**config.mk**
```make
export PLATFORM = sky130hd
export DESIGN_NAME = addr_decode
export DESIGN_NICKNAME = d
export VERILOG_FILES = /design/src/bootrom_image.svh /design/src/fabric_pkg.sv /design/src/addr_decode.sv
export SDC_FILE = /design/constraint.sdc
export NUM_CORES = 1
export LEC_CHECK = 0
export BUFFER_PORTS_ARGS = -buffer_cell sky130_fd_sc_hd__buf_2
export CAP_MARGIN = 25
export CORE_ASPECT_RATIO = 0.9
export CORE_UTILIZATION = 35
export CTS_CLUSTER_SIZE = 16
export DETAILED_ROUTE_END_ITERATION = 10
export HOLD_SLACK_MARGIN = 0.06
export PLACE_DENSITY = 0.52
export SLEW_MARGIN = 20
export SYNTH_ARGS = -nofsm -noshare
export SYNTH_HDL_FRONTEND = slang
export SYNTH_SLANG_ARGS = --single-unit
```
**constraint.sdc**
```tcl
create_clock -name clk_i -period 4.5 [get_ports clk_i]
set_input_delay 0.45 -clock clk_i [delete_from_list [all_inputs] [get_ports clk_i]]
set_output_delay 0.45 -clock clk_i [all_outputs]
set_load 0.1 [all_outputs]
```
**src/bootrom_image.svh**
```systemverilog
// Boot ROM contents

// Word i sits at RomBase + 8*i
localparam fabric_pkg::data_t BOOTROM_IMAGE [fabric_pkg::RomWords] = '{
  64'h0000_0297_0202_8293,
  64'h0102_b283_f140_2573,
  64'h0000_0597_0405_8593,
  64'h0002_8067_0000_0013,
  64'h8000_0000_0000_0000,
  64'h0001_0040_0000_0000,
  64'hdead_beef_cafe_f00d,
  64'h1234_5678_9abc_def0
};

```
**src/fabric_pkg.sv**
```systemverilog
// Memory fabric definitions
package fabric_pkg;

  // ----------------------------------------
  // Widths
  // ----------------------------------------
  localparam int unsigned AddrWidth = 32;
  localparam int unsigned DataWidth = 64;
  localparam int unsigned BeWidth   = DataWidth / 8;
  localparam int unsigned ByteOffW  = $clog2(BeWidth);
  localparam int unsigned IdxWidth  = 8;

  typedef logic [AddrWidth-1:0] addr_t;
  typedef logic [DataWidth-1:0] data_t;
  typedef logic [BeWidth-1:0]   be_t;

  // ----------------------------------------
  // Address map
  // ----------------------------------------
  localparam addr_t       RomBase    = 32'h0001_0000;
  localparam int unsigned RomWords   = 8;
  localparam int unsigned RomIdxW    = $clog2(RomWords);
  localparam addr_t       RomEnd     = RomBase + addr_t'(RomWords * BeWidth);
  localparam addr_t       DramBase   = 32'h8000_0000;
  localparam int unsigned DramWords  = 256;
  localparam addr_t       DramEnd    = DramBase + addr_t'(DramWords * BeWidth);

  // ----------------------------------------
  // Credits
  // ----------------------------------------
  localparam int unsigned ReqCredits  = 4;
  localparam int unsigned ReqPtrWidth = $clog2(ReqCredits);
  localparam int unsigned ReqCntWidth = $clog2(ReqCredits + 1);
  localparam int unsigned RspCredits  = 2;
  localparam int unsigned RspCntWidth = $clog2(RspCredits + 1);

  typedef enum logic {
    OP_READ,
    OP_WRITE
  } op_e;

  typedef enum logic [1:0] {
    TGT_ROM,
    TGT_DRAM,
    TGT_ERR
  } target_e;

  // AXI response encoding
  typedef enum logic [1:0] {
    RSP_OKAY   = 2'b00,
    RSP_SLVERR = 2'b10,
    RSP_DECERR = 2'b11
  } rsp_e;

endpackage

```
**src/addr_decode.sv**
```systemverilog
// Request queue and address decoder
`timescale 1ns/1ps

module addr_decode (
  input  logic                            clk_i,
  input  logic                            rst_ni,
  input  logic                            req_valid_i,
  input  fabric_pkg::op_e                 req_op_i,
  input  fabric_pkg::addr_t               req_addr_i,
  input  fabric_pkg::data_t               req_wdata_i,
  input  fabric_pkg::be_t                 req_be_i,
  input  logic                            issue_ok_i,
  output logic                            req_credit_o,
  output logic                            dec_valid_o,
  output fabric_pkg::op_e                 dec_op_o,
  output fabric_pkg::target_e             dec_target_o,
  output logic [fabric_pkg::IdxWidth-1:0] dec_index_o,
  output fabric_pkg::data_t               dec_wdata_o,
  output fabric_pkg::be_t                 dec_be_o
);
  import fabric_pkg::*;

  op_e                    q_op    [ReqCredits];
  addr_t                  q_addr  [ReqCredits];
  data_t                  q_wdata [ReqCredits];
  be_t                    q_be    [ReqCredits];
  logic [ReqPtrWidth-1:0] wr_ptr_q, rd_ptr_q;
  logic [ReqCntWidth-1:0] cnt_q;
  logic                   pop, pop_q;
  addr_t                  head_addr, head_off;
  target_e                head_tgt;

  // Never pop in the cycle of the push
  assign pop = (cnt_q != '0) && issue_ok_i;

  // ----------------------------------------
  // Address map decode on the queue head
  // ----------------------------------------
  assign head_addr = q_addr[rd_ptr_q];

  always_comb begin
    if (head_addr >= RomBase && head_addr < RomEnd) begin
      head_tgt = TGT_ROM;
      head_off = head_addr - RomBase;
    end else if (head_addr >= DramBase && head_addr < DramEnd) begin
      head_tgt = TGT_DRAM;
      head_off = head_addr - DramBase;
    end else begin
      head_tgt = TGT_ERR;
      head_off = '0;
    end
  end

  always_ff @(posedge clk_i or negedge rst_ni) begin
    if (!rst_ni) begin
      wr_ptr_q <= '0;
      rd_ptr_q <= '0;
      cnt_q    <= '0;
      pop_q    <= 1'b0;
    end else begin
      if (req_valid_i) wr_ptr_q <= wr_ptr_q + 1'b1;
      if (pop) rd_ptr_q <= rd_ptr_q + 1'b1;
      cnt_q <= cnt_q + ReqCntWidth'(req_valid_i) - ReqCntWidth'(pop);
      pop_q <= pop;
    end
  end

  // Queue storage and decoded request
  always_ff @(posedge clk_i) begin
    if (req_valid_i) begin
      q_op[wr_ptr_q]    <= req_op_i;
      q_addr[wr_ptr_q]  <= req_addr_i;
      q_wdata[wr_ptr_q] <= req_wdata_i;
      q_be[wr_ptr_q]    <= req_be_i;
    end
    if (pop) begin
      dec_op_o     <= q_op[rd_ptr_q];
      dec_target_o <= head_tgt;
      dec_index_o  <= head_off[ByteOffW +: IdxWidth];
      dec_wdata_o  <= q_wdata[rd_ptr_q];
      dec_be_o     <= q_be[rd_ptr_q];
    end
  end

  // One credit back per request leaving the queue
  assign req_credit_o = pop_q;
  assign dec_valid_o  = pop_q;

endmodule

```
==> impl_metrics.csv <==
group,metric,value,unit
outcome,outcome,"complete, no violations",
clock_network,worstSkewPairLatency,570,ps
yosys,synth_flop_cell,"edfxtp_1",
sta,hold_viol_final,0,
final_layout,fin_util,43.9,%
final_layout,areaGrowthSynthToFinish,23.3,%
clock_network,cts_tree,"built",
sta,worst_pin_slew,916,ps
place,gp_congestion,0.694,
place,dpl_cell_area,19300,µm²
setup_path,cp_data_required_time,4810,ps
floorplan,die_area,51100,µm²
yosys,yosys.area.top_type_share,84.0,%
final_layout,nNetsFinal,1098,
yosys,yosysSeqAreaShare,85.1,%
floorplan,rows,77,
clock_network,post_cts_buffers,0,
sta,finalCritPeriodShare,59.9,%
setup_path,r2r_cells,2,
yosys,yosysWarnings,0,
drt,vias,7794,
floorplan,ios,194,
run,drv_cap,0,
sta,finalSetupViolCount,0,
grt,grt_pass1_vias,8612,
final_layout,fin_area,21600,µm²
sta,tns,0,ps
floorplan,die_y,214,µm
setup_path,crit_fanout,42,
yosys,yosysTopAreaCell,"edfxtp_1",
yosys,yosys.cell_types.count,37,
yosys,mappedNetlistNets,806,
sta,final_period_minus_worst_setup_slack,2700,ps
drt,drt_iter0_markers,489,
pwr,power_per_cell_area,722,nW/µm²
clock_network,clock-sinks,499,
pwr,peakVddDrop,0.000423,V
setup_path,cp.depth,2,
sta,hold_ws,99.9,ps
drt,first_pass_iters,4,
place,io_buffers,190,
yosys,async_reset_ff_share,1.60,%
sta,grt_setup_unrepaired,"false",
sta,slew_headroom,38.9,%
final_layout,drive_above_1_share,35.8,%
clock_network,post_cts_resized,0,
setup_path,worstSetupPathType,"reg2reg",
yosys,synth_area_leaders,"edfxtp_1 (84%), mux4_2 (9.9%), dfrtp_1 (1.1%)",
setup_path,crit_buf_inv,1,
worst_hold_path,hold_depth,1,
setup_path,path_cells,"buf_4 -> mux4_2",
clock_network,htreeDepth,2,
grt,antenna_found_initial,3,
yosys,netlist_instances,690,
pwr,p_leak,7.32,nW
yosys,synth_area,17600,µm²
clock_network,cts_buffers,52,
sta,fin_ws,1800,ps
grt,grt_max_degree,60,
clock_network,cts_buffer_depth,3,
yosys,ys_ff_latch,499,
sta,clock_skew,7.58,ps
grt,grt_usage,13.5,%
grt,grt.overflow.total,0,
setup_path,arrival,3000,ps
floorplan,start_util,35.6,%
setup_path,crit_family,"flip-flops",
floorplan,core_region_area,49300,µm²
drt,via_per_inst,4.60,
setup_path,startpoint_type,"flip-flop",
drt,postRouteAntennaNets,0,
clock_network,cts.clk_slew.worst_paths,60,ps
yosys,synthTopCellsByCount,"edfxtp_1 (491), mux4_2 (77), inv_1 (14), nor4_1 (10)",
setup_path,critPathMaxStageDelay,960,ps
drt,wl_per_cell,20.0,µm
sta,max_freq,371,MHz
worst_hold_path,hp-class,"in2reg",
floorplan,die_w,238,µm
grt,grt_pass1_wl,51500,µm
place,dpl.hpwl,18700,µm
place,place_ws,1670,ps
yosys,synth-edff-count,491,
yosys,synth.most_common_cell,"edfxtp_1",
drt,wirelength,33800,µm
clock_network,hold_buffers,58,
sta,drv_slew,0,
clock_network,root_buffer,"clkbuf_16",
yosys,syn_area_per_cell,25.4,µm²
drt,drc,0,
setup_path,cp_slowest_cell,"dfrtp_4",
setup_path,cp-end-kind,"flip-flop",
kinds of logic (layout without fill, tap and decap cells):
| logic type | Yosys count | count (layout) | synth area share [%] |
|---|---|---|---|
| xor+xnor | 5 | 5 | 0.249 |
| compound gates | 16 | 16 | 0.698 |
| buf+inv | 37 | 367 | 1.13 |
| simple gates | 42 | 42 | 1.44 |
| mux | 84 | 84 | 10.8 |
| flops | 499 | 499 | 85.1 |
| other cells | 0 | 2 | 0 |
| fa+ha+maj | 7 | 7 | 0.542 |
placed cells by master (no fill, tap or decap), types with 7 or more instances in the layout:
cell           instances
a211oi_1               8
buf_2                190
buf_4                 11
bufinv_16              8
clkbuf_1               8
clkbuf_16             53
clkinv_1               9
clkinv_2              10
dlygate4sd3_1         58
edfxtp_1             491
inv_1                 14
mux4_2                77
nor2_1                 7
nor4_1                10
per-layer routing:
layer	routed length [µm]	global-route usage, %
met4	721	4.27
met1	14700	17.1
met5	10	0
met3	1910	3.50
met2	16500	22.8
power by group:
| part | internal (W) | switching [W] |
|---|---|---|
| logic | 0.00117 | 0.00333 |
| clock network | 0.00260 | 0.00170 |
| registers | 0.00638 | 0.000450 |
| total | 0.0102 | 0.00548 |
registers in the layout, indices dropped and copies added (netlist names), 2 cells and up:
name and flops:
dec_target_o 2, q_op 4, rd_ptr_q 2, q_wdata 256, cnt_q 3, dec_be_o 8
q_be 32, dec_index_o 8, wr_ptr_q 2, q_addr 116, dec_wdata_o 64
per-stage QoR:
| step | power, W | std cells |
|---|---|---|
| floorplan | 0.0105 | 690 |
| global placement | 0.0115 | 1541 |
| detailed placement | 0.0115 | 1541 |
| CTS | 0.0159 | 1691 |
| global route | 0.0163 | 1692 |
| finish | 0.0156 | 1693 |
worst paths after layout:
path,slack [ps],to,from
max,1800,dec_wdata_o[12]$_DFFE_PP_,rd_ptr_q[0]$_DFFE_PN0P_
min,100,q_be[2][2]$_DFFE_PP_,req_be_i[2]
max reg2reg,1800,dec_wdata_o[12]$_DFFE_PP_,rd_ptr_q[0]$_DFFE_PN0P_
min reg2reg,530,wr_ptr_q[0]$_DFFE_PN0P_,wr_ptr_q[0]$_DFFE_PN0P_
max in group asynchronous,4050,rd_ptr_q[1]$_DFFE_PN0P_,rst_ni
min in group asynchronous,260,dec_valid_o$_DFF_PN0_,rst_ni
final cells by class:
cell class | instances | area (µm²)
Fill cell | 4302 | 27700
Sequential cell | 499 | 15000
Multi-Input combinational cell | 154 | 2430
Timing Repair Buffer | 261 | 1650
Clock buffer | 61 | 1360
Tap cell | 671 | 840
Clock inverter | 31 | 358
Inverter | 14 | 52.6
Antenna cell | 2 | 5.00
Power figures use the tool's default switching activity.
