===== src/bootrom_image.svh =====
// Boot ROM contents

// Word i sits at RomBase + 8*i
localparam fabric_pkg::data_t BOOTROM_IMAGE [fabric_pkg::RomWords] = '{
  64'h0000_0297_0202_8293,
  64'h0102_b283_f140_2573,
  64'h0000_0597_0405_8593,
  64'h0002_8067_0000_0013,
  64'h8000_0000_0000_0000,
  64'h0001_0040_0000_0000,
  64'hdead_beef_cafe_f00d,
  64'h1234_5678_9abc_def0
};


===== src/fabric_pkg.sv =====
// Memory fabric definitions
package fabric_pkg;

  // ----------------------------------------
  // Widths
  // ----------------------------------------
  localparam int unsigned AddrWidth = 32;
  localparam int unsigned DataWidth = 64;
  localparam int unsigned BeWidth   = DataWidth / 8;
  localparam int unsigned ByteOffW  = $clog2(BeWidth);
  localparam int unsigned IdxWidth  = 8;

  typedef logic [AddrWidth-1:0] addr_t;
  typedef logic [DataWidth-1:0] data_t;
  typedef logic [BeWidth-1:0]   be_t;

  // ----------------------------------------
  // Address map
  // ----------------------------------------
  localparam addr_t       RomBase    = 32'h0001_0000;
  localparam int unsigned RomWords   = 8;
  localparam int unsigned RomIdxW    = $clog2(RomWords);
  localparam addr_t       RomEnd     = RomBase + addr_t'(RomWords * BeWidth);
  localparam addr_t       DramBase   = 32'h8000_0000;
  localparam int unsigned DramWords  = 256;
  localparam addr_t       DramEnd    = DramBase + addr_t'(DramWords * BeWidth);

  // ----------------------------------------
  // Credits
  // ----------------------------------------
  localparam int unsigned ReqCredits  = 4;
  localparam int unsigned ReqPtrWidth = $clog2(ReqCredits);
  localparam int unsigned ReqCntWidth = $clog2(ReqCredits + 1);
  localparam int unsigned RspCredits  = 2;
  localparam int unsigned RspCntWidth = $clog2(RspCredits + 1);

  typedef enum logic {
    OP_READ,
    OP_WRITE
  } op_e;

  typedef enum logic [1:0] {
    TGT_ROM,
    TGT_DRAM,
    TGT_ERR
  } target_e;

  // AXI response encoding
  typedef enum logic [1:0] {
    RSP_OKAY   = 2'b00,
    RSP_SLVERR = 2'b10,
    RSP_DECERR = 2'b11
  } rsp_e;

endpackage


===== src/rsp_result.sv =====
// Response credits and result register
`timescale 1ns/1ps

module rsp_result (
  input  logic                clk_i,
  input  logic                rst_ni,
  input  logic                exe_valid_i,
  input  fabric_pkg::target_e exe_target_i,
  input  fabric_pkg::op_e     exe_op_i,
  input  fabric_pkg::data_t   exe_rdata_i,
  input  logic                rsp_credit_i,
  output logic                issue_ok_o,
  output logic                rsp_valid_o,
  output fabric_pkg::rsp_e    rsp_code_o,
  output fabric_pkg::data_t   rsp_rdata_o
);
  import fabric_pkg::*;

  logic [RspCntWidth-1:0] cred_q;
  logic [RspCntWidth-1:0] reserved;
  logic                   issue_ok_q;
  rsp_e                   code;

  // A pop may have happened last edge and the one before is in exe now
  assign reserved   = RspCntWidth'(exe_valid_i) + RspCntWidth'(issue_ok_q);
  assign issue_ok_o = cred_q > reserved;

  always_ff @(posedge clk_i or negedge rst_ni) begin
    if (!rst_ni) begin
      cred_q      <= RspCntWidth'(RspCredits);
      issue_ok_q  <= 1'b0;
      rsp_valid_o <= 1'b0;
    end else begin
      cred_q      <= cred_q - RspCntWidth'(exe_valid_i) + RspCntWidth'(rsp_credit_i);
      issue_ok_q  <= issue_ok_o;
      rsp_valid_o <= exe_valid_i;
    end
  end

  // ----------------------------------------
  // Response code and data
  // ----------------------------------------
  always_comb begin
    if (exe_target_i == TGT_ERR) begin
      code = RSP_DECERR;
    end else if (exe_target_i == TGT_ROM && exe_op_i == OP_WRITE) begin
      code = RSP_SLVERR;
    end else begin
      code = RSP_OKAY;
    end
  end

  always_ff @(posedge clk_i) begin
    if (exe_valid_i) begin
      rsp_code_o  <= code;
      rsp_rdata_o <= (code == RSP_OKAY && exe_op_i == OP_READ) ? exe_rdata_i : '0;
    end
  end

endmodule


===== config.mk =====
export PLATFORM = sky130hd
export DESIGN_NAME = rsp_result
export DESIGN_NICKNAME = d
export VERILOG_FILES = /design/src/bootrom_image.svh /design/src/fabric_pkg.sv /design/src/rsp_result.sv
export SDC_FILE = /design/constraint.sdc
export NUM_CORES = 1
export LEC_CHECK = 0
export BUFFER_PORTS_ARGS = -buffer_cell sky130_fd_sc_hd__clkbuf_2
export CORE_MARGIN = 4
export CORE_UTILIZATION = 40
export DETAILED_ROUTE_END_ITERATION = 6
export HOLD_SLACK_MARGIN = 0.08
export PLACE_DENSITY = 0.7
export SYNTH_ARGS = -nofsm -noshare
export SYNTH_HDL_FRONTEND = slang
export SYNTH_SLANG_ARGS = --single-unit
export TNS_END_PERCENT = 5

===== constraint.sdc =====
create_clock -name clk_i -period 1.65 [get_ports clk_i]
set_input_delay 0.165 -clock clk_i [delete_from_list [all_inputs] [get_ports clk_i]]
set_output_delay 0.165 -clock clk_i [all_outputs]
set_load 0.02 [all_outputs]

==> results of run 1 <==
## synth_stat cells
master | number | area, um2
sky130_fd_sc_hd__xnor2_1 | 2 | 17.5
sky130_fd_sc_hd__nor2_1 | 2 | 7.51
sky130_fd_sc_hd__nor3b_2 | 50 | 626
sky130_fd_sc_hd__inv_1 | 3 | 11.3
sky130_fd_sc_hd__dfstp_2 | 1 | 26.3
sky130_fd_sc_hd__buf_2 | 8 | 40.0
sky130_fd_sc_hd__a2bb2oi_1 | 1 | 8.76
sky130_fd_sc_hd__edfxtp_1 | 66 | 1980
sky130_fd_sc_hd__dfrtp_1 | 3 | 75.1
sky130_fd_sc_hd__buf_12 | 5 | 100
sky130_fd_sc_hd__buf_8 | 1 | 15.0
sky130_fd_sc_hd__nor2b_1 | 1 | 6.26
sky130_fd_sc_hd__ha_1 | 5 | 62.6
sky130_fd_sc_hd__nor3b_1 | 14 | 105
sky130_fd_sc_hd__nor2b_4 | 1 | 13.8
## path summary, 6_finish.rpt
path | startpoint | to | cells after the start
min reg2reg | cred_q[1] | cred_q[1] | 2
min | exe_rdata_i[0] | rsp_rdata_o[0] | 2
max reg2reg | issue_ok_q | issue_ok_q | 6
max in group asynchronous | rst_ni | cred_q[1] | 2
min in group asynchronous | rst_ni | rsp_valid_o | 2
max | issue_ok_q | issue_ok_o | 6
## metal layers
metal,GRT usage,vias up
met5,0,-
met4,0.0699,0
met3,0.0469,13
met2,0.229,91
met1,0.166,906
li1,-,906
## timing repair
action,CTS,global route
buffers inserted,0,1
hold buffers,2,0
endpoints found under the hold margin,5,0
endpoints found under the setup margin,1,1
resized for setup,6,3
gates cloned,0,0
pin swaps,1,3
## through the flow
step | std cells | hold slack, ps | total power, mW | utilization
2_1_floorplan | 163 | -131 | 2.79 | -
3_5_place_dp | 393 | -16.3 | 3.13 | 0.524
5_1_grt | 412 | 127 | 5.01 | 0.563
4_1_cts | 411 | 128 | 4.74 | 0.560
3_3_place_gp | 393 | -19.6 | 3.09 | 0.524
6_report | 412 | 144 | 4.77 | 0.563
## registers in the layout, indices dropped and copies added (netlist names)
name / flops
cred_q: 2
rsp_code_o: 2
rsp_valid_o: 1
issue_ok_q: 1
rsp_rdata_o: 64
## cells by family (layout without fill, tap and decap cells)
family          after synthesis  after routing  synth area share
flops                        70             70             0.673
simple gates                 68             68             0.245
xor+xnor                      2              2           0.00566
buf+inv                      17            167            0.0537
compound gates                1              1           0.00283
fa+ha+maj                     5              5            0.0202
## report_power, final
part           internal, mW  switching [mW]
clock network         0.849           0.629
registers              2.14          0.0665
logic                 0.528           0.560
## cells in the final DEF (no fill, tap or decap)
cell / synthesis / routed
sky130_fd_sc_hd__dlygate4sd3_1: 0 / 2
sky130_fd_sc_hd__xnor2_1: 2 / 2
sky130_fd_sc_hd__clkbuf_8: 0 / 10
sky130_fd_sc_hd__clkinvlp_4: 0 / 1
sky130_fd_sc_hd__nor3b_2: 50 / 50
sky130_fd_sc_hd__ha_2: 0 / 1
sky130_fd_sc_hd__a2bb2oi_2: 0 / 1
sky130_fd_sc_hd__nor2_1: 2 / 2
sky130_fd_sc_hd__dfrtp_1: 3 / 3
sky130_fd_sc_hd__clkinv_2: 0 / 2
sky130_fd_sc_hd__buf_4: 0 / 5
sky130_fd_sc_hd__buf_2: 8 / 1
sky130_fd_sc_hd__dfstp_2: 1 / 1
sky130_fd_sc_hd__ha_1: 5 / 2
sky130_fd_sc_hd__clkbuf_1: 0 / 1
sky130_fd_sc_hd__clkbuf_2: 0 / 135
sky130_fd_sc_hd__inv_2: 0 / 1
sky130_fd_sc_hd__buf_12: 5 / 4
sky130_fd_sc_hd__bufinv_16: 0 / 2
sky130_fd_sc_hd__clkinv_4: 0 / 1
sky130_fd_sc_hd__ha_4: 0 / 2
sky130_fd_sc_hd__edfxtp_1: 66 / 66
sky130_fd_sc_hd__nor3b_1: 14 / 14
sky130_fd_sc_hd__inv_1: 3 / 2
sky130_fd_sc_hd__nor2b_4: 1 / 2
## layout make-up
type,count,area (um2)
Clock buffer,10,128
Timing Repair Buffer,148,832
Fill cell,610,3220
Multi-Input combinational cell,76,888
Sequential cell,70,2080
Clock inverter,6,86.3
Inverter,3,11.3
Tap cell,99,124
==> impl_table.tex, run 1 <==
\begin{tabular}{lr}
\hline
Metric & Value \\
\hline
\multicolumn{2}{l}{\textbf{STA}} \\
Setup repair after global routing missed its margin & yes \\
Final-report setup violation count & 1 \\
Measured slew at the worst slew-check pin & 378 ps \\
Sum Neg Setup Slack & -147 ps \\
Maximum frequency from static timing analysis & 557 MHz \\
Post-layout worst setup margin & -147 ps \\
Minimum clock period & 1800 ps \\
Final hold viol count & 0 \\
Max-slew violation total from the final report & 0 \\
Worst slew margin relative to its limit & 0.748 \\
Share of the clock period used by the worst path & 1.09 \\
Final Skew & 7.75 ps \\
\multicolumn{2}{l}{\textbf{Run status}} \\
Failing checks & setup timing \\
Status & complete, but fails checks \\
\multicolumn{2}{l}{\textbf{Worst setup path}} \\
Most repeated library cell on the critical path & sky130\_fd\_sc\_hd\_\_ha\_4 \\
Buffering stage count on the worst path with inverters included & 2 \\
Endpoint kind of the worst setup timing path & output pin \\
CP peak stage delay & 380 ps \\
Setup slack of the worst register-to-register path & 340 ps \\
CP Max Fanout & 2 \\
Data required time at the worst endpoint & 1480 ps \\
Element type at the critical path start & flip-flop \\
Kind of cell adding the most delay to the critical path & adder cells \\
Ordered list of cells on the worst path & ha\_4 -> inv\_2 -> ha\_4 -> nor2b\_4 -> a2bb2oi\_2 -> clkbuf\_8 \\
Category of the critical setup timing path & reg2out \\
Highest-delay cell along the critical path & sky130\_fd\_sc\_hd\_\_dfrtp\_1 \\
Worst endpoint data arrival time & 1630 ps \\
\multicolumn{2}{l}{\textbf{Logic synthesis}} \\
Sequential cell area fraction in the yosys report & 0.673 \\
Netlist Area Pre-Place & 0.00310 mm2 \\
Synthesized flop and latch total & 70 \\
Synthesized instance count & 163 \\
Post-synth net total & 239 \\
Count of different cell masters after synthesis & 15 \\
Warnings from Yosys & 0 \\
Mean Syn Cell Area & 19.0 um2 \\
\multicolumn{2}{l}{\textbf{Floorplan}} \\
Initial Util & 0.420 \\
I/O Pins & 139 \\
Die outline area & 0.00921 mm2 \\
Area of the placeable core & 0.00737 mm2 \\
Number of rows created at floorplan & 31 \\
Height of the chip & 96.0 um \\
Overall die width & 96.0 um \\
\multicolumn{2}{l}{\textbf{Global route}} \\
Overall overflow remaining after global route & 0 \\
Via count of the first global-routing pass & 1978 \\
Antenna violations before repair & 0 \\
GR Util All Layers & 0.141 \\
Pin count of the biggest net entering global routing & 36 \\
Global-route wire length before repair & 9.58 mm \\
\multicolumn{2}{l}{\textbf{Power and ir drop}} \\
Pwr Density & 1150 mW/mm2 \\
Max VDD drop & 0.000565 V \\
Leakage power & 1.71 nW \\
\multicolumn{2}{l}{\textbf{Drt}} \\
DRC violation count after routing & 0 \\
Via Count & 1916 \\
M1 WL & 2.56 mm \\
Wire per inst & 15.5 um \\
Met3 wire length & 572 um \\
Total length of routed met2 wires & 3.10 mm \\
Highest Signal Layer & met4 \\
Post-route antenna net violation count & 0 \\
Via-per-instance ratio & 4.65 \\
Detailed Route WL & 6.37 mm \\
First-pass detailed-route iteration total & 4 \\
First-iteration detailed-routing DRC count & 64 \\
\multicolumn{2}{l}{\textbf{Clocking}} \\
CTS Sinks & 70 \\
Maximum buffer depth of the clock tree & 2 \\
TritonCTS clock tree & done \\
Root cell of the clock tree & sky130\_fd\_sc\_hd\_\_clkbuf\_8 \\
Max H-tree Level & 3 \\
Insertion delay to the later sink of the worst-skew pair & 340 ps \\
Number of clock buffers inserted by TritonCTS & 9 \\
CTS clock-pin slew for the worst setup and hold paths & 80 ps \\
\multicolumn{2}{l}{\textbf{Finish}} \\
Fraction of layout instances using a drive strength above 1 & 0.700 \\
Total inserted antenna cells & 0 \\
Net count of the finished layout & 384 \\
Area of all placed cells without fillers & 0.00415 mm2 \\
Signed area change from the synthesized netlist to the final layout & 34.1\% \\
\multicolumn{2}{l}{\textbf{Flow run}} \\
\# Max-Cap Violations & 0 \\
\multicolumn{2}{l}{\textbf{Placed design}} \\
Number of buffer cells added on primary ports & 138 \\
Total half-perimeter wirelength after legalization and detailed placement & 4.68 mm \\
Gpl congestion & 0.685 \\
Area after DPL & 0.00386 mm2 \\
Setup slack at placement & 132 ps \\
\multicolumn{2}{l}{\textbf{Worst hold path}} \\
Hold Crit Class & in2reg \\
\hline
\end{tabular}
Note: power is estimated with default switching activity, not from simulation.
==> run 2, diff against run 1 <==
--- a/config.mk
+++ b/config.mk
@@ -11,6 +11,7 @@
 export DETAILED_ROUTE_END_ITERATION = 6
 export HOLD_SLACK_MARGIN = 0.08
 export PLACE_DENSITY = 0.7
+export REMOVE_ABC_BUFFERS = 1
 export SYNTH_ARGS = -nofsm -noshare
 export SYNTH_HDL_FRONTEND = slang
 export SYNTH_SLANG_ARGS = --single-unit
==> run 2 against run 1 <==
  * Setup slack better by 22 ps
  * Register-to-register slack improved by 20 ps
  * Total power down 4.3%
  * Cell area shrank 1.7%
  * Sequential power about the same
  * The run still ends with setup timing left
  * Combinational power barely moved
  * Flip-flop and latch count stayed put
  * First-iteration DRC count is 45% higher
  * Highest routed layer unchanged
==> impl_table.tex, run 2 (synthesis results as in run 1) <==
\begin{tabular}{lr}
\hline
Metric & Value \\
\hline
\multicolumn{2}{l}{\textbf{Global route}} \\
Pin count of the biggest net entering global routing & 68 (+89\%) \\
Met1 Track Usage GR & 0.169 (+0.00296) \\
Global-route wire length before repair & 9.56 mm (-0.22\%) \\
GR Layer Usage met3 & 0.0438 (-0.00313) \\
Met2 capacity usage during global routing & 0.235 (+0.00633) \\
Antenna violations before repair & 0 (unchanged) \\
Via count of the first global-routing pass & 1894 (-4.2\%) \\
Overall overflow remaining after global route & 0 (unchanged) \\
GR Util All Layers & 0.141 (+0.000310) \\
Global routing's busiest layer & met2 \\
\multicolumn{2}{l}{\textbf{Drt}} \\
Post-route antenna net violation count & 0 (unchanged) \\
Wire per inst & 16.1 um (+4.1\%) \\
Via Count & 1898 (-0.94\%) \\
Via-per-instance ratio & 4.64 (-0.21\%) \\
First-iteration detailed-routing DRC count & 93 (+45\%) \\
DRC violation count after routing & 0 (unchanged) \\
Detailed Route WL & 6.58 mm (+3.3\%) \\
First-pass detailed-route iteration total & 4 (unchanged) \\
\multicolumn{2}{l}{\textbf{Clocking}} \\
CTS clock-pin slew for the worst setup and hold paths & 80 ps (about the same) \\
Number of clock buffers inserted by TritonCTS & 9 (unchanged) \\
Maximum buffer depth of the clock tree & 2 (unchanged) \\
Max H-tree Level & 3 (unchanged) \\
TritonCTS clock tree & done \\
Root cell of the clock tree & sky130\_fd\_sc\_hd\_\_clkbuf\_8 \\
CTS Sinks & 70 (unchanged) \\
Insertion delay to the later sink of the worst-skew pair & 330 ps (about the same) \\
\multicolumn{2}{l}{\textbf{Finish}} \\
Area of combinational cells with multiple inputs & 876 um2 (-1.4\%) \\
FF/Latch Area & 0.00208 mm2 (unchanged) \\
Fraction of layout instances using a drive strength above 1 & 0.694 (-0.00613) \\
Largest register by flop count & rsp\_rdata\_o \\
Most common library cell in the layout ignoring fill and taps & sky130\_fd\_sc\_hd\_\_clkbuf\_2 \\
Biggest registers after layout & rsp\_rdata\_o x64, cred\_q x2, rsp\_code\_o x2 \\
Net count of the finished layout & 381 (-0.78\%) \\
Signed area change from the synthesized netlist to the final layout & 31.8\% \\
Final core utilization & 0.554 (-0.00985) \\
Most used cells in the layout excluding fill and tap cells & sky130\_fd\_sc\_hd\_\_clkbuf\_2, sky130\_fd\_sc\_hd\_\_edfxtp\_1, sky130\_fd\_sc\_hd\_\_nor3b\_2 \\
Total inserted antenna cells & 0 (unchanged) \\
\# fillers & 628 (+3.0\%) \\
Largest register FFs & 64 (unchanged) \\
\multicolumn{2}{l}{\textbf{Worst setup path}} \\
CP peak stage delay & 370 ps (about the same) \\
Launch instance of the worst register-to-register path & issue\_ok\_q \\
Setup crit end & issue\_ok\_o \\
Number of cells traversed by the worst register-to-register path & 6 (unchanged) \\
Category of the critical setup timing path & reg2out \\
CP Max Fanout & 2 (unchanged) \\
Data required time at the worst endpoint & 1480 ps (about the same) \\
Highest-delay cell along the critical path & sky130\_fd\_sc\_hd\_\_dfrtp\_1 \\
Element type at the critical path start & flip-flop \\
Kind of cell adding the most delay to the critical path & adder cells \\
Setup slack of the worst register-to-register path & 360 ps (+20 ps) \\
Stages on worst setup path & 5 (-1) \\
Endpoint kind of the worst setup timing path & output pin \\
R2r endpoint & issue\_ok\_q \\
Ordered list of cells on the worst path & ha\_1 -> ha\_2 -> nor2b\_4 -> a2bb2oi\_2 -> clkbuf\_8 \\
Buffering stage count on the worst path with inverters included & 1 (-1) \\
Worst endpoint data arrival time & 1610 ps (-20 ps) \\
Critical path startpoint & issue\_ok\_q \\
\multicolumn{2}{l}{\textbf{Floorplan}} \\
Height of the chip & 96.0 um (unchanged) \\
Overall die width & 96.0 um (unchanged) \\
Area of the placeable core & 0.00737 mm2 (unchanged) \\
Initial Util & 0.420 (unchanged) \\
Number of rows created at floorplan & 31 (unchanged) \\
Die outline area & 0.00921 mm2 (unchanged) \\
I/O Pins & 139 (unchanged) \\
\multicolumn{2}{l}{\textbf{STA}} \\
Max-slew violation total from the final report & 0 (unchanged) \\
Final hold viol count & 0 (unchanged) \\
Final-report setup violation count & 1 (unchanged) \\
Measured slew at the worst slew-check pin & 404 ps (+25.3 ps) \\
Final Skew & 0.116 ps (-7.63 ps) \\
Share of the clock period used by the worst path & 1.08 (-0.0136) \\
Post-layout worst setup margin & -124 ps (+22.4 ps) \\
Setup repair after global routing missed its margin & yes \\
Minimum clock period & 1770 ps (-22.4 ps) \\
Worst slew margin relative to its limit & 0.731 (-0.0168) \\
Maximum frequency from static timing analysis & 564 MHz (+1.3\%) \\
\multicolumn{2}{l}{\textbf{Run status}} \\
Status & complete, but fails checks \\
Failing checks & setup timing \\
\multicolumn{2}{l}{\textbf{Power and ir drop}} \\
Net switching share of the total power & 0.270 (+0.00656) \\
Register share of total power & 0.482 (+0.019) \\
Switching Power & 1.23 mW (-1.9\%) \\
Max VDD drop & 0.000862 V (+52\%) \\
Clk pwr share & 0.285 (-0.025) \\
Portion of total power attributed to combinational logic & 0.233 (+0.005) \\
Leakage power & 1.68 nW (-1.6\%) \\
Pwr Density & 1120 mW/mm2 (-2.6\%) \\
Internal power & 3.34 mW (-5.1\%) \\
Total power & 4.57 mW (-4.3\%) \\
\multicolumn{2}{l}{\textbf{Placed design}} \\
Gpl congestion & 0.728 (+6.2\%) \\
Number of buffer cells added on primary ports & 138 (unchanged) \\
Total half-perimeter wirelength after legalization and detailed placement & 4.47 mm (-4.4\%) \\
\multicolumn{2}{l}{\textbf{Worst hold path}} \\
Hold Crit Class & in2reg \\
Origin of the worst min-delay path & exe\_target\_i[1] \\
\multicolumn{2}{l}{\textbf{Flow run}} \\
\# Max-Cap Violations & 0 (unchanged) \\
\hline
\end{tabular}
==> run 2: layout make-up <==
type,instances,share of cell area
multi-input cells,76,0.215
well taps,99,0.0304
repair buffers,145,0.195
clock buffers,9,0.0304
flip-flops and latches,70,0.511
inverters,3,0.00276
clock inverters,7,0.0159
==> run 2: worst reg2reg max path, cell delays in order (launching register included) <==
cell                        delay (ps)
sky130_fd_sc_hd__dfrtp_1           370
sky130_fd_sc_hd__ha_1              180
sky130_fd_sc_hd__inv_2              70
sky130_fd_sc_hd__ha_4              200
sky130_fd_sc_hd__nor2b_4           120
sky130_fd_sc_hd__a2bb2oi_2         130
sky130_fd_sc_hd__buf_4             130
==> run 2: metrics by stage <==
| step | cell area [um2] | hold WS (ps) | setup TNS, ps | worst slack (ps) | instances |
|---|---|---|---|---|---|
| after floorplan | 2940 | -131 | -8780 | -193 | 149 |
| after global placement | 3830 | -22.2 | 0 | 169 | 390 |
| after detailed placement | 3830 | -20.5 | 0 | 172 | 390 |
| after CTS | 4070 | 127 | -137 | -137 | 408 |
| after global routing | 4080 | 128 | -227 | -227 | 409 |
| final | 4080 | 143 | -124 | -124 | 409 |
==> run 2: power groups by stage <==
stage	logic, mW	clock network, mW	registers (mW)
2_1_floorplan	0.324	0	2.40
3_3_place_gp	0.855	0	2.23
3_5_place_dp	0.874	0	2.24
4_1_cts	1.00	1.36	2.20
5_1_grt	1.16	1.44	2.22
6_report	1.07	1.30	2.20
==> run 2: worst min path at each step <==
stage                     depth (start not counted)       endpoint
after floorplan                                   0      cred_q[0]
after global placement                            1      cred_q[0]
after detailed placement                          1      cred_q[0]
after CTS                                         3  rsp_code_o[1]
after global routing                              2  rsp_code_o[1]
final                                             3  rsp_code_o[1]
==> run 2: metal layers <==
layer,up-vias,wire length (um),share of wire
li1,900,-,-
met1,905,2670,0.41
met2,88,3310,0.50
met3,5,539,0.082
met4,0,67,0.010
met5,-,0,0
==> run 2: repair_timing <==
item,in CTS,in global routing
hold buffers,2,0
hold endpoints to repair,5,0
setup endpoints to repair,1,1
resized for setup,7,1
pin swaps,1,1
setup buffers,0,1
